==> config.mk <==
export PLATFORM = sky130hd
export DESIGN_NAME = blob_stats_top
export DESIGN_NICKNAME = d
export VERILOG_FILES = /design/src/hw/ccl_frame_pkg.sv /design/src/hw/blob_pkg.sv /design/src/hw/label_accumulator.sv /design/src/hw/serial_divider.sv /design/src/hw/prune_scanner.sv /design/src/hw/top_three_tracker.sv /design/src/hw/blob_stats_top.sv
export SDC_FILE = /design/constraint.sdc
export NUM_CORES = 2
export LEC_CHECK = 0
export ABC_AREA = 1
export BUFFER_PORTS_ARGS = -buffer_cell sky130_fd_sc_hd__buf_4
export CAP_MARGIN = 20
export CORE_MARGIN = 2
export CORE_UTILIZATION = 52
export CTS_CLUSTER_DIAMETER = 200
export DETAILED_ROUTE_END_ITERATION = 12
export PLACE_DENSITY = 0.68
export SLEW_MARGIN = 5
export SYNTH_ARGS = -nofsm -noshare
export SYNTH_HDL_FRONTEND = slang
export SYNTH_SLANG_ARGS = --single-unit
==> constraint.sdc <==
create_clock -name clk_in -period 5 [get_ports clk_in]
set_input_delay 0.5 -clock clk_in [delete_from_list [all_inputs] [get_ports clk_in]]
set_output_delay 0.5 -clock clk_in [all_outputs]
set_load 0.005 [all_outputs]
==> src/hw/ccl_frame_pkg.sv <==
package ccl_frame_pkg;

    localparam int FRAME_WIDTH  = 40;
    localparam int FRAME_HEIGHT = 30;
    localparam int NUM_LABELS   = 16;   // label 0 is background

    typedef logic [5:0] coord_x_t;      // column 0..39
    typedef logic [4:0] coord_y_t;      // row 0..29
    typedef logic [3:0] label_t;

    // coordinate of the final pixel in raster order
    localparam coord_x_t LAST_X = coord_x_t'(FRAME_WIDTH - 1);
    localparam coord_y_t LAST_Y = coord_y_t'(FRAME_HEIGHT - 1);

    // one streamed pixel, 16 bits
    typedef struct packed {
        coord_x_t x;
        coord_y_t y;
        label_t   label;
        logic     mask;
    } pixel_t;

endpackage

==> src/hw/blob_pkg.sv <==
package blob_pkg;
    import ccl_frame_pkg::*;

    localparam int AREA_W = 11;         // up to 1200 pixels per label
    localparam int SUM_W  = 16;         // worst case 1200 * 39 still fits

    typedef logic [AREA_W-1:0] area_t;
    typedef logic [SUM_W-1:0]  sum_t;

    // running statistics of one label, 43 bits
    typedef struct packed {
        area_t area;
        sum_t  x_sum;
        sum_t  y_sum;
    } label_stats_t;

    localparam area_t MIN_AREA   = area_t'(50);   // smaller labels are pruned
    localparam int    DIV_CYCLES = SUM_W;         // one quotient bit per cycle
    localparam int    DIV_CNT_W  = $clog2(DIV_CYCLES);

    // retained blob with its centre of mass, 26 bits
    typedef struct packed {
        label_t   label;
        area_t    area;
        coord_x_t com_x;
        coord_y_t com_y;
    } blob_t;

    localparam int TOP_N = 3;
    typedef blob_t [TOP_N-1:0] blob_list_t;       // entry 0 is the largest

endpackage

==> src/hw/label_accumulator.sv <==
`timescale 1ns/100ps

module label_accumulator import ccl_frame_pkg::*, blob_pkg::*; (
    input  logic         clk_in,
    input  logic         rst_in,
    input  pixel_t       pix_in,
    input  logic         valid_in,
    input  logic         clear,
    input  logic         capture,
    input  label_t       rd_label,
    output label_stats_t rd_stats,
    output logic         frame_done
);

    label_stats_t stats [NUM_LABELS];
    logic         take;         // pixel counts toward its label
    logic         last_pix;

    assign take = capture && valid_in && pix_in.mask && (pix_in.label != '0);

    // the last coordinate ends capture whatever its mask
    assign last_pix = capture && valid_in && (pix_in.x == LAST_X) && (pix_in.y == LAST_Y);

    always_ff @(posedge clk_in) begin
        if (clear) begin
            for (int i = 0; i < NUM_LABELS; i++) begin
                stats[i] <= '0;
            end
        end else if (take) begin
            stats[pix_in.label].area  <= stats[pix_in.label].area + 1'b1;
            stats[pix_in.label].x_sum <= stats[pix_in.label].x_sum + sum_t'(pix_in.x);
            stats[pix_in.label].y_sum <= stats[pix_in.label].y_sum + sum_t'(pix_in.y);
        end
    end

    always_ff @(posedge clk_in) begin
        if (rst_in) begin
            frame_done <= 1'b0;
        end else begin
            frame_done <= last_pix;     // one cycle after the final pixel is summed
        end
    end

    assign rd_stats = stats[rd_label];   // combinational read for the scanner

endmodule

==> src/hw/serial_divider.sv <==
`timescale 1ns/100ps

module serial_divider import blob_pkg::*; #(
    parameter type quot_t = logic [SUM_W-1:0]
) (
    input  logic  clk_in,
    input  logic  rst_in,
    input  logic  start,
    input  sum_t  dividend,
    input  area_t divisor,
    output quot_t quotient,
    output logic  done
);

    sum_t                 quo_q;    // dividend bits leave at the top, quotient bits enter below
    area_t                rem_q;
    area_t                div_q;
    logic                 running;
    logic [DIV_CNT_W-1:0] count;

    sum_t            num_src;
    area_t           rem_src;
    area_t           div_src;
    logic [AREA_W:0] trial;
    logic [AREA_W:0] diff;
    logic            fits;

    // the first step works straight from the inputs so done lands DIV_CYCLES after start
    assign num_src = start ? dividend : quo_q;
    assign rem_src = start ? area_t'(0) : rem_q;
    assign div_src = start ? divisor : div_q;

    assign trial = {rem_src, num_src[SUM_W-1]};
    assign diff  = trial - {1'b0, div_src};
    assign fits  = (trial >= {1'b0, div_src});

    always_ff @(posedge clk_in) begin
        if (start || running) begin
            quo_q <= {num_src[SUM_W-2:0], fits};
            rem_q <= fits ? diff[AREA_W-1:0] : trial[AREA_W-1:0];   // restore when it does not fit
            div_q <= div_src;
        end
    end

    always_ff @(posedge clk_in) begin
        if (rst_in) begin
            running <= 1'b0;
            count   <= '0;
            done    <= 1'b0;
        end else begin
            done <= 1'b0;
            if (start) begin
                running <= 1'b1;
                count   <= '0;
            end else if (running) begin
                count <= count + 1'b1;
                if (count == DIV_CNT_W'(DIV_CYCLES - 2)) begin   // final quotient bit
                    running <= 1'b0;
                    done    <= 1'b1;
                end
            end
        end
    end

    // a centre of mass always lies inside the frame, so the upper bits are zero
    assign quotient = quot_t'(quo_q);

endmodule

==> src/hw/prune_scanner.sv <==
`timescale 1ns/100ps

module prune_scanner import ccl_frame_pkg::*, blob_pkg::*; (
    input  logic         clk_in,
    input  logic         rst_in,
    input  logic         new_frame_in,
    input  logic         frame_done,
    input  label_stats_t rd_stats,
    output logic         clear,
    output logic         capture,
    output label_t       rd_label,
    output logic         busy_out,
    output logic         valid_out,
    output label_t       num_blobs,
    output logic         insert,
    output logic         reset_list,
    output blob_t        new_blob
);

    typedef enum logic [2:0] {st_idle, st_capture, st_scan, st_divide, st_done} state_t;

    state_t   state;
    label_t   lbl;          // label under inspection
    logic     accept;
    logic     keep;         // label survives pruning
    logic     last_lbl;
    logic     div_start;
    logic     x_done;
    logic     y_done;
    logic     x_got;
    logic     y_got;
    coord_x_t x_quot;
    coord_y_t y_quot;
    blob_t    blob_q;

    assign accept     = ((state == st_idle) || (state == st_done)) && new_frame_in;
    assign clear      = accept;
    assign capture    = (state == st_capture);
    assign reset_list = capture && frame_done;   // list restarts with the scan
    assign rd_label   = lbl;
    assign keep       = (rd_stats.area >= MIN_AREA);
    assign last_lbl   = (lbl == label_t'(NUM_LABELS - 1));
    assign div_start  = (state == st_scan) && keep;
    assign insert     = (state == st_divide) && x_got && y_got;
    assign new_blob   = blob_q;

    serial_divider #(.quot_t(coord_x_t)) div_x (
        .clk_in   (clk_in),
        .rst_in   (rst_in),
        .start    (div_start),
        .dividend (rd_stats.x_sum),
        .divisor  (rd_stats.area),
        .quotient (x_quot),
        .done     (x_done)
    );

    serial_divider #(.quot_t(coord_y_t)) div_y (
        .clk_in   (clk_in),
        .rst_in   (rst_in),
        .start    (div_start),
        .dividend (rd_stats.y_sum),
        .divisor  (rd_stats.area),
        .quotient (y_quot),
        .done     (y_done)
    );

    always_ff @(posedge clk_in) begin
        if (rst_in) begin
            state     <= st_idle;
            lbl       <= label_t'(1);
            busy_out  <= 1'b0;
            valid_out <= 1'b0;
            num_blobs <= '0;
            x_got     <= 1'b0;
            y_got     <= 1'b0;
        end else begin
            valid_out <= 1'b0;
            case (state)
                st_idle, st_done: begin
                    if (accept) begin
                        state    <= st_capture;
                        busy_out <= 1'b1;
                    end else begin
                        state <= st_idle;
                    end
                end
                st_capture: begin
                    if (frame_done) begin
                        state     <= st_scan;
                        lbl       <= label_t'(1);   // skip background
                        num_blobs <= '0;
                    end
                end
                st_scan: begin
                    if (keep) begin
                        state <= st_divide;
                        x_got <= 1'b0;
                        y_got <= 1'b0;
                    end else if (last_lbl) begin
                        state     <= st_done;
                        busy_out  <= 1'b0;
                        valid_out <= 1'b1;
                    end else begin
                        lbl <= lbl + 1'b1;          // empty or pruned, one cycle
                    end
                end
                st_divide: begin
                    if (x_done) begin
                        x_got <= 1'b1;
                    end
                    if (y_done) begin
                        y_got <= 1'b1;
                    end
                    if (insert) begin
                        num_blobs <= num_blobs + 1'b1;
                        if (last_lbl) begin
                            state     <= st_done;
                            busy_out  <= 1'b0;
                            valid_out <= 1'b1;
                        end else begin
                            state <= st_scan;
                            lbl   <= lbl + 1'b1;
                        end
                    end
                end
                default: state <= st_idle;
            endcase
        end
    end

    // blob record, filled at launch and completed as each quotient arrives
    always_ff @(posedge clk_in) begin
        if (div_start) begin
            blob_q.label <= lbl;
            blob_q.area  <= rd_stats.area;
        end
        if (x_done) begin
            blob_q.com_x <= x_quot;
        end
        if (y_done) begin
            blob_q.com_y <= y_quot;
        end
    end

endmodule

==> src/hw/top_three_tracker.sv <==
`timescale 1ns/100ps

module top_three_tracker import blob_pkg::*; (
    input  logic       clk_in,
    input  logic       rst_in,
    input  logic       reset_list,
    input  logic       insert,
    input  blob_t      new_blob,
    output blob_list_t top_blobs
);

    blob_list_t       list_q;
    blob_list_t       list_d;
    logic [TOP_N-1:0] beats;    // new blob goes ahead of entry i

    always_comb begin
        for (int i = 0; i < TOP_N; i++) begin
            // strict compare keeps earlier labels ahead on a tie
            beats[i] = (new_blob.area > list_q[i].area);
        end
        list_d[0] = beats[0] ? new_blob : list_q[0];
        for (int i = 1; i < TOP_N; i++) begin
            if (beats[i-1]) begin
                list_d[i] = list_q[i-1];      // shifted down, last one drops off
            end else if (beats[i]) begin
                list_d[i] = new_blob;
            end else begin
                list_d[i] = list_q[i];
            end
        end
    end

    always_ff @(posedge clk_in) begin
        if (rst_in || reset_list) begin
            list_q <= '0;
        end else if (insert) begin
            list_q <= list_d;
        end
    end

    assign top_blobs = list_q;

endmodule

==> src/hw/blob_stats_top.sv <==
`timescale 1ns/100ps

module blob_stats_top import ccl_frame_pkg::*, blob_pkg::*; (
    input  logic       clk_in,
    input  logic       rst_in,
    input  coord_x_t   x_in,
    input  coord_y_t   y_in,
    input  label_t     label_in,
    input  logic       mask_in,
    input  logic       valid_in,
    input  logic       new_frame_in,
    output logic       valid_out,
    output logic       busy_out,
    output label_t     num_blobs,
    output blob_list_t top_blobs
);

    pixel_t       pix;
    logic         clear;
    logic         capture;
    logic         frame_done;
    logic         insert;
    logic         reset_list;
    label_t       rd_label;
    label_stats_t rd_stats;
    blob_t        new_blob;

    assign pix = '{x: x_in, y: y_in, label: label_in, mask: mask_in};

    label_accumulator u_accum (
        .clk_in     (clk_in),
        .rst_in     (rst_in),
        .pix_in     (pix),
        .valid_in   (valid_in),
        .clear      (clear),
        .capture    (capture),
        .rd_label   (rd_label),
        .rd_stats   (rd_stats),
        .frame_done (frame_done)
    );

    prune_scanner u_scan (
        .clk_in       (clk_in),
        .rst_in       (rst_in),
        .new_frame_in (new_frame_in),
        .frame_done   (frame_done),
        .rd_stats     (rd_stats),
        .clear        (clear),
        .capture      (capture),
        .rd_label     (rd_label),
        .busy_out     (busy_out),
        .valid_out    (valid_out),
        .num_blobs    (num_blobs),
        .insert       (insert),
        .reset_list   (reset_list),
        .new_blob     (new_blob)
    );

    top_three_tracker u_top3 (
        .clk_in     (clk_in),
        .rst_in     (rst_in),
        .reset_list (reset_list),
        .insert     (insert),
        .new_blob   (new_blob),
        .top_blobs  (top_blobs)
    );

endmodule

Yosys cells after proc, flatten, opt, wreduce, memory -nomap -nowiden
Memories as Yosys holds them, arrays and structs flattened. A register that Yosys moved wholly into a read port is not among the register bits.
Index checks and enable logic that the tools add are counted.
{"block": "op_classes", "n_eq_ne": 17, "reduce_logical": 36, "addsub": 9, "bitwise_logic": 2, "magnitude_cmp": 6, "muxes": 59}
{"op": "$mux W26", "count": 4}
{"op": "$mux W11", "count": 6}
{"op": "$mux W43", "count": 1}
{"op": "$reduce_or A43 Y1", "count": 1}
{"op": "$mux W4", "count": 9}
{"op": "$gt A11 B11 Y1", "count": 3}
{"op": "$mux W16", "count": 2}
{"op": "$mux W1", "count": 25}
{"op": "$ge A12 B11 Y1", "count": 2}
{"op": "$sub A11 B11 Y11", "count": 2}
{"op": "$add A16 B5 Y16", "count": 1}
{"op": "$add A16 B6 Y16", "count": 1}
{"op": "$add A4 B1 Y4 const B", "count": 4}
{"op": "$mux W3", "count": 5}
{"op": "$eq A4 B4 Y1 const B", "count": 3}
{"op": "$ne A2 B2 Y1 const B", "count": 6}
{"op": "$pmux W3 S4", "count": 1}
{"op": "$pmux W4 S3", "count": 1}
{"op": "$reduce_and A3 Y1", "count": 4}
{"op": "$add A11 B1 Y11 const B", "count": 1}
{"op": "$ge A11 B6 Y1 const B", "count": 1}
{"op": "$logic_and A1 B1 Y1", "count": 10}
{"op": "$pmux W4 S2", "count": 1}
{"op": "$reduce_and A4 Y1", "count": 2}
{"op": "18 further kinds", "count": 33}
{"block": "word_totals", "input_bits": 20, "ff_bits": 208, "output_inout_bits": 84, "memories": 1, "ram_bits": 688, "elab_cells": 166}
{"name": "u_accum.stats", "words": 16, "word_bits": 43, "read_ports": 2, "rd_clocked_by_memory_dff": 1, "wr": 16, "line": "label_accumulator.sv:15", "rtl": "label_stats_t stats [NUM_LABELS];"}

Logic depth before layout (Yosys ltp)
{"block": "logic_depth", "ltp_word": 9, "mapped_depth": 32, "depth_no_buf": 27}

Modules after synthesis
A second synthesis with hierarchy kept.
{"block": "hier_totals", "cells_unflattened": 6027, "hier_area_um2": 49688.9}
{"mod": "label_accumulator", "area_each_um2": 37686.1, "cells_per_inst": 4458, "seq_area_each_um2": 20679.8, "n_inst": 1}
{"mod": "top_three_tracker", "area_each_um2": 4878.4, "cells_per_inst": 774, "seq_area_each_um2": 1561.5, "n_inst": 1}
{"mod": "serial_divider at u_scan.div_x", "area_each_um2": 2718.9, "cells_per_inst": 318, "seq_area_each_um2": 1261.2, "n_inst": 1}
{"mod": "serial_divider at u_scan.div_y", "area_each_um2": 2711.4, "cells_per_inst": 317, "seq_area_each_um2": 1261.2, "n_inst": 1}
{"mod": "prune_scanner", "area_each_um2": 1694.1, "cells_per_inst": 160, "seq_area_each_um2": 1081.0, "n_inst": 1}

Least setup slack after synthesis
No wires, ideal clock.
{"block": "synth_path", "path_type": "input-to-reg", "startpoint": "in label_in[1]", "endpoint": "mem u_accum.stats[10][28] (netlist bit), data pin", "path_stages": 25, "slack_ps": 656, "required_time_ps": 4734, "t_arrival_ps": 4078, "setup_time_ps": 266, "path_buffers": 6, "path_cell_list": "buf_4 -> inv_1 -> nor2_2 -> buf_2 -> buf_2 -> buf_1 -> clkbuf_1 -> a22oi_1 -> a21oi_1 -> or4_1 -> ha_1 -> inv_1 -> fa_1 -> o21ai_0 -> a21o_1 -> a21oi_1 -> nor2_1 -> nand2_1 -> nor2_2 -> inv_2 -> nor2_1 -> nand2_1 -> nand2_2 -> buf_4 -> nor2_1"}
{"element": "start: declaration", "line": "blob_stats_top.sv:8", "rtl": "input label_t label_in,"}
{"element": "end: declaration", "line": "label_accumulator.sv:15"}

==> results.md <==
- Post-route minimum period: 4.60 ns
- Met2 wire len: 71.5 mm
- Worst Setup Path Type: flop to flop
- Routed length on met3: 20.7 mm
- Most used cell, CP: nand2_1
- Sw power: 0.0109 W
- Final setup skew: 0.0366 ns
- Setup violators final: 0
- Top layer in use: met5
- CTS tree: done
- FMAX: 0.217 GHz
- Post-DP HPWL: 86.0 mm
- DP Cell Count: 6161
- Synth Cell Area: 46300 sq um
- Final Wtd Congestion: 0.890
- Switching Share: 38.4%
- FF+latch count, synth: 900
- Gr usage total: 34.3%
- CP startpoint kind: flop
- Smallest hold slack: 0.0772 ns
- CP max-delay cell: fa_1
- Worst setup EP type: flop
- Avg Inst Size Synth: 9.11 sq um
- RSZ-0062 raised after global routing: no
- Rows: 109
- Die area: 91400 sq um
- Fin nets: 5195
- Cell Int Power: 0.0175 W
- Worst Path Buf+Inv: 6
- CP max FO: 32
- Grt total ovfl: 0
- Worst Setup EP: u_scan.div_y.rem_q[5]$_DFFE_PP_
- Die Y: 302 microns
- Worst Hold Class: primary input to flop
- RR Endpoint: u_scan.div_y.rem_q[5]$_DFFE_PP_
- Clock Power Share: 25.0%
- Worst-Margin Slew: 1.52 ns
- Initial antenna violation count: 2
- Fin. max-slew vios: 32
- Worst Reg2Reg Path Length in Cells: 27
- Layout cell share with drive strength beyond 1: 9.81%
- Clock buffer depth: 3
- Seq pwr share: 40.8%
- Worst Path Arrival: 5.02 ns
- CP peak stage delay: 0.44 ns
- Starting density of the core: 52.5%
- Worst-skew pair later-pin latency: 0.69 ns
- Hold Path Depth: 2
- Post-detailed-routing wire length: 160 mm
- CP Depth: 27
- Reg2Reg Setup Slack: 0.40 ns
- Fin. Hold Viols: 0
- Post-synth EDFFs: 790
- Worst vdd ir: 0.000371 V
- Die X: 302 microns
- I/O Pins: 104
- Largest net degree at the start of global routing: 201
- Hold buffers post-CTS: 0
- Fin util: 58.5%
- Buffers on Ports: 103
- First-pass GRT wire length: 235 mm
- Vias/cell: 6.32
- CP delay by family, top: simple AND/OR/NAND/NOR gates
- 1st-pass router iterations: 6
- Clock sink total: 900
- Synth warn: 0
- Combinational power share: 34.2%
- Initial DRC count: 6226
- Fillers: 7500
- CTS clock-pin slew for the worst setup and hold paths: 0.06 ns
- Fin cells: 6347
- Post-Route M1 WL: 59.0 mm
- Period utilization: 92.1%
- Avg WL per Cell: 25.1 microns
- Failing checks: max-slew violations
- Main flop type after synthesis: edfxtp_1
- Core area: 88200 sq um
- Post-Syn Instances: 5083
- DRC Markers: 0
- Setup TNS: 0 ns
- Rel. slew slack: -1.29%
- CTS buffer count: 100
- Root Driver: clkbuf_16
- Count of unique library cells instantiated by Yosys: 52
- Status: complete, but fails checks
- Static leakage: 19.7 nW
- Layout area overhead: 11.5%
- DR vias: 40102
- Async SR Flop Fraction: 0%
- ANT nets after route: 0
- H-tree Lvls: 3
- Vias in the first global route: 38099
- Maxcap violations: 0
- Worst path required time: 5.42 ns
- PwrDens: 549 nW/um^2
- Post-synthesis sequential area ratio: 56.0%
==> Yosys cell counts, drive strengths merged, types with 9 or more instances <==
master	count	share of area [%]
nor3	14	0.15
nand4	25	0.35
nor2	1180	9.7
xor2	31	0.75
buf	136	1.7
dfxtp	110	4.8
inv	281	2.3
or4	9	0.15
clkbuf	253	2.1
a31oi	30	0.41
edfxtp	790	51
o221ai	93	1.8
nand2	788	6.4
o21ai	454	4.9
o22ai	35	0.47
a32o	17	0.37
nand3	184	2.0
clkinv	17	0.14
o211ai	27	0.44
ha	73	2.0
xnor2	14	0.28
a22oi	316	5.1
a21oi	168	1.8
==> flip-flops by register name (all words and copies together), names as in the netlist, 3 cells and up, named ones only <==
signal,flops
u_scan.div_y.quo_q,16
u_scan.div_x.quo_q,16
u_scan.rd_label,4
u_scan.state,3
u_scan.div_y.count,4
u_scan.new_blob,26
u_scan.num_blobs,4
u_scan.div_y.div_q,11
u_scan.div_x.rem_q,11
u_top3.top_blobs,78
u_scan.div_x.count,4
u_scan.div_x.div_q,11
u_accum.stats,688
u_scan.div_y.rem_q,11
==> metrics by stage <==
step	instance area, sq um	setup WS [ns]	power [W]
after floorplan	46500	0.656	0.0177
after global placement	48500	0.360	0.0209
after detailed placement	48500	0.371	0.0210
after CTS	51600	0.444	0.0280
after global routing	51600	0.0835	0.0296
final	51600	0.397	0.0283
==> what timing repair did <==
action	4_1_cts	5_1_grt
endpoints found under the hold margin	0	0
setup buffers	0	0
endpoints found under the setup margin	0	8
resized for setup	0	2
==> power groups by stage <==
stage               registers, W  clock network, W  logic [W]
global route              0.0117           0.00739     0.0105
finish                    0.0115           0.00709    0.00970
floorplan                 0.0113                 0    0.00635
detailed placement        0.0116                 0    0.00938
global placement          0.0116                 0    0.00927
CTS                       0.0115           0.00711    0.00944
==> worst min path at each step <==
stage	from	slack [ns]	to
after floorplan	u_scan.div_y.quo_q[0]$_DFFE_PP_	0.43	u_scan.new_blob[0]$_DFFE_PP_
after global placement	u_scan.div_x.quo_q[1]$_DFFE_PP_	0.44	u_scan.new_blob[6]$_DFFE_PP_
after detailed placement	u_scan.div_x.quo_q[1]$_DFFE_PP_	0.44	u_scan.new_blob[6]$_DFFE_PP_
after CTS	rst_in	0.06	u_scan.div_x.running$_SDFF_PP0_
after global routing	rst_in	0.1	u_scan.div_x.running$_SDFF_PP0_
final	rst_in	0.08	u_scan.div_x.running$_SDFF_PP0_
==> placed cells by master (no fill, tap or decap), types with 43 or more instances in the layout <==
master and n:
clkbuf_16 102, nor2_1 1159, nand3_1 181, nand2_1 764, conb_1 43, buf_4 243
ha_1 73, o21ai_0 431, edfxtp_1 790, a21oi_1 165, a22oi_1 316, o221ai_1 93
inv_1 262, dfxtp_1 106
==> per-layer routing <==
layer  track usage [%]  vias to the layer above
li1                  -                    17665
met5                 0                        -
met4              18.4                        2
met1              45.3                    18901
met3              7.35                      550
met2              53.1                     2984
==> logic make-up (layout without fill, tap and decap cells) <==
family                     count (synthesis)  in the layout  synth area share, %
adders and majority gates                 77             77                 2.15
xor gates and xnor gates                  45             45                 1.03
and+or+nand+nor                         2220           2220                 19.1
AOI/OAI and AO/OA                       1153           1153                 15.5
DFF                                      900            900                 56.0
buffers and inverters                    687            743                 6.20
other                                      1             44              0.00810
==> worst register-to-register path, cell delays in order (launching register included) <==
cell and delay (ns):
dfxtp_4 0.37, inv_6 0.23, buf_4 0.30, nor2_1 0.08, o21ai_0 0.09, nand3_1 0.11
nand3_1 0.09, nand2_1 0.15, inv_1 0.09, nand2_1 0.07, nor2_2 0.19, nand2_1 0.13
nand2_2 0.11, buf_4 0.29, nand2_1 0.09, nand2_1 0.10, inv_1 0.05, ha_1 0.23
fa_1 0.44, nor2_1 0.14, nor2_1 0.10, nor3_1 0.16, nor2_1 0.09, o21ai_0 0.18
nand2_1 0.12, buf_4 0.18, nand3_1 0.08, nand2_1 0.06
==> area by class of cell <==
cell class	count	area, sq um	share of cell area [%]
repair buffers	260	2160	4.19
multi-input cells	3538	17800	34.5
clock buffers	133	2720	5.28
clock inverters	52	375	0.727
inverters	298	1140	2.21
flip-flops and latches	900	25900	50.3
well taps	1165	1460	2.82
diodes	1	2.50	0.00485
Note: power is estimated with default switching activity, not from simulation.
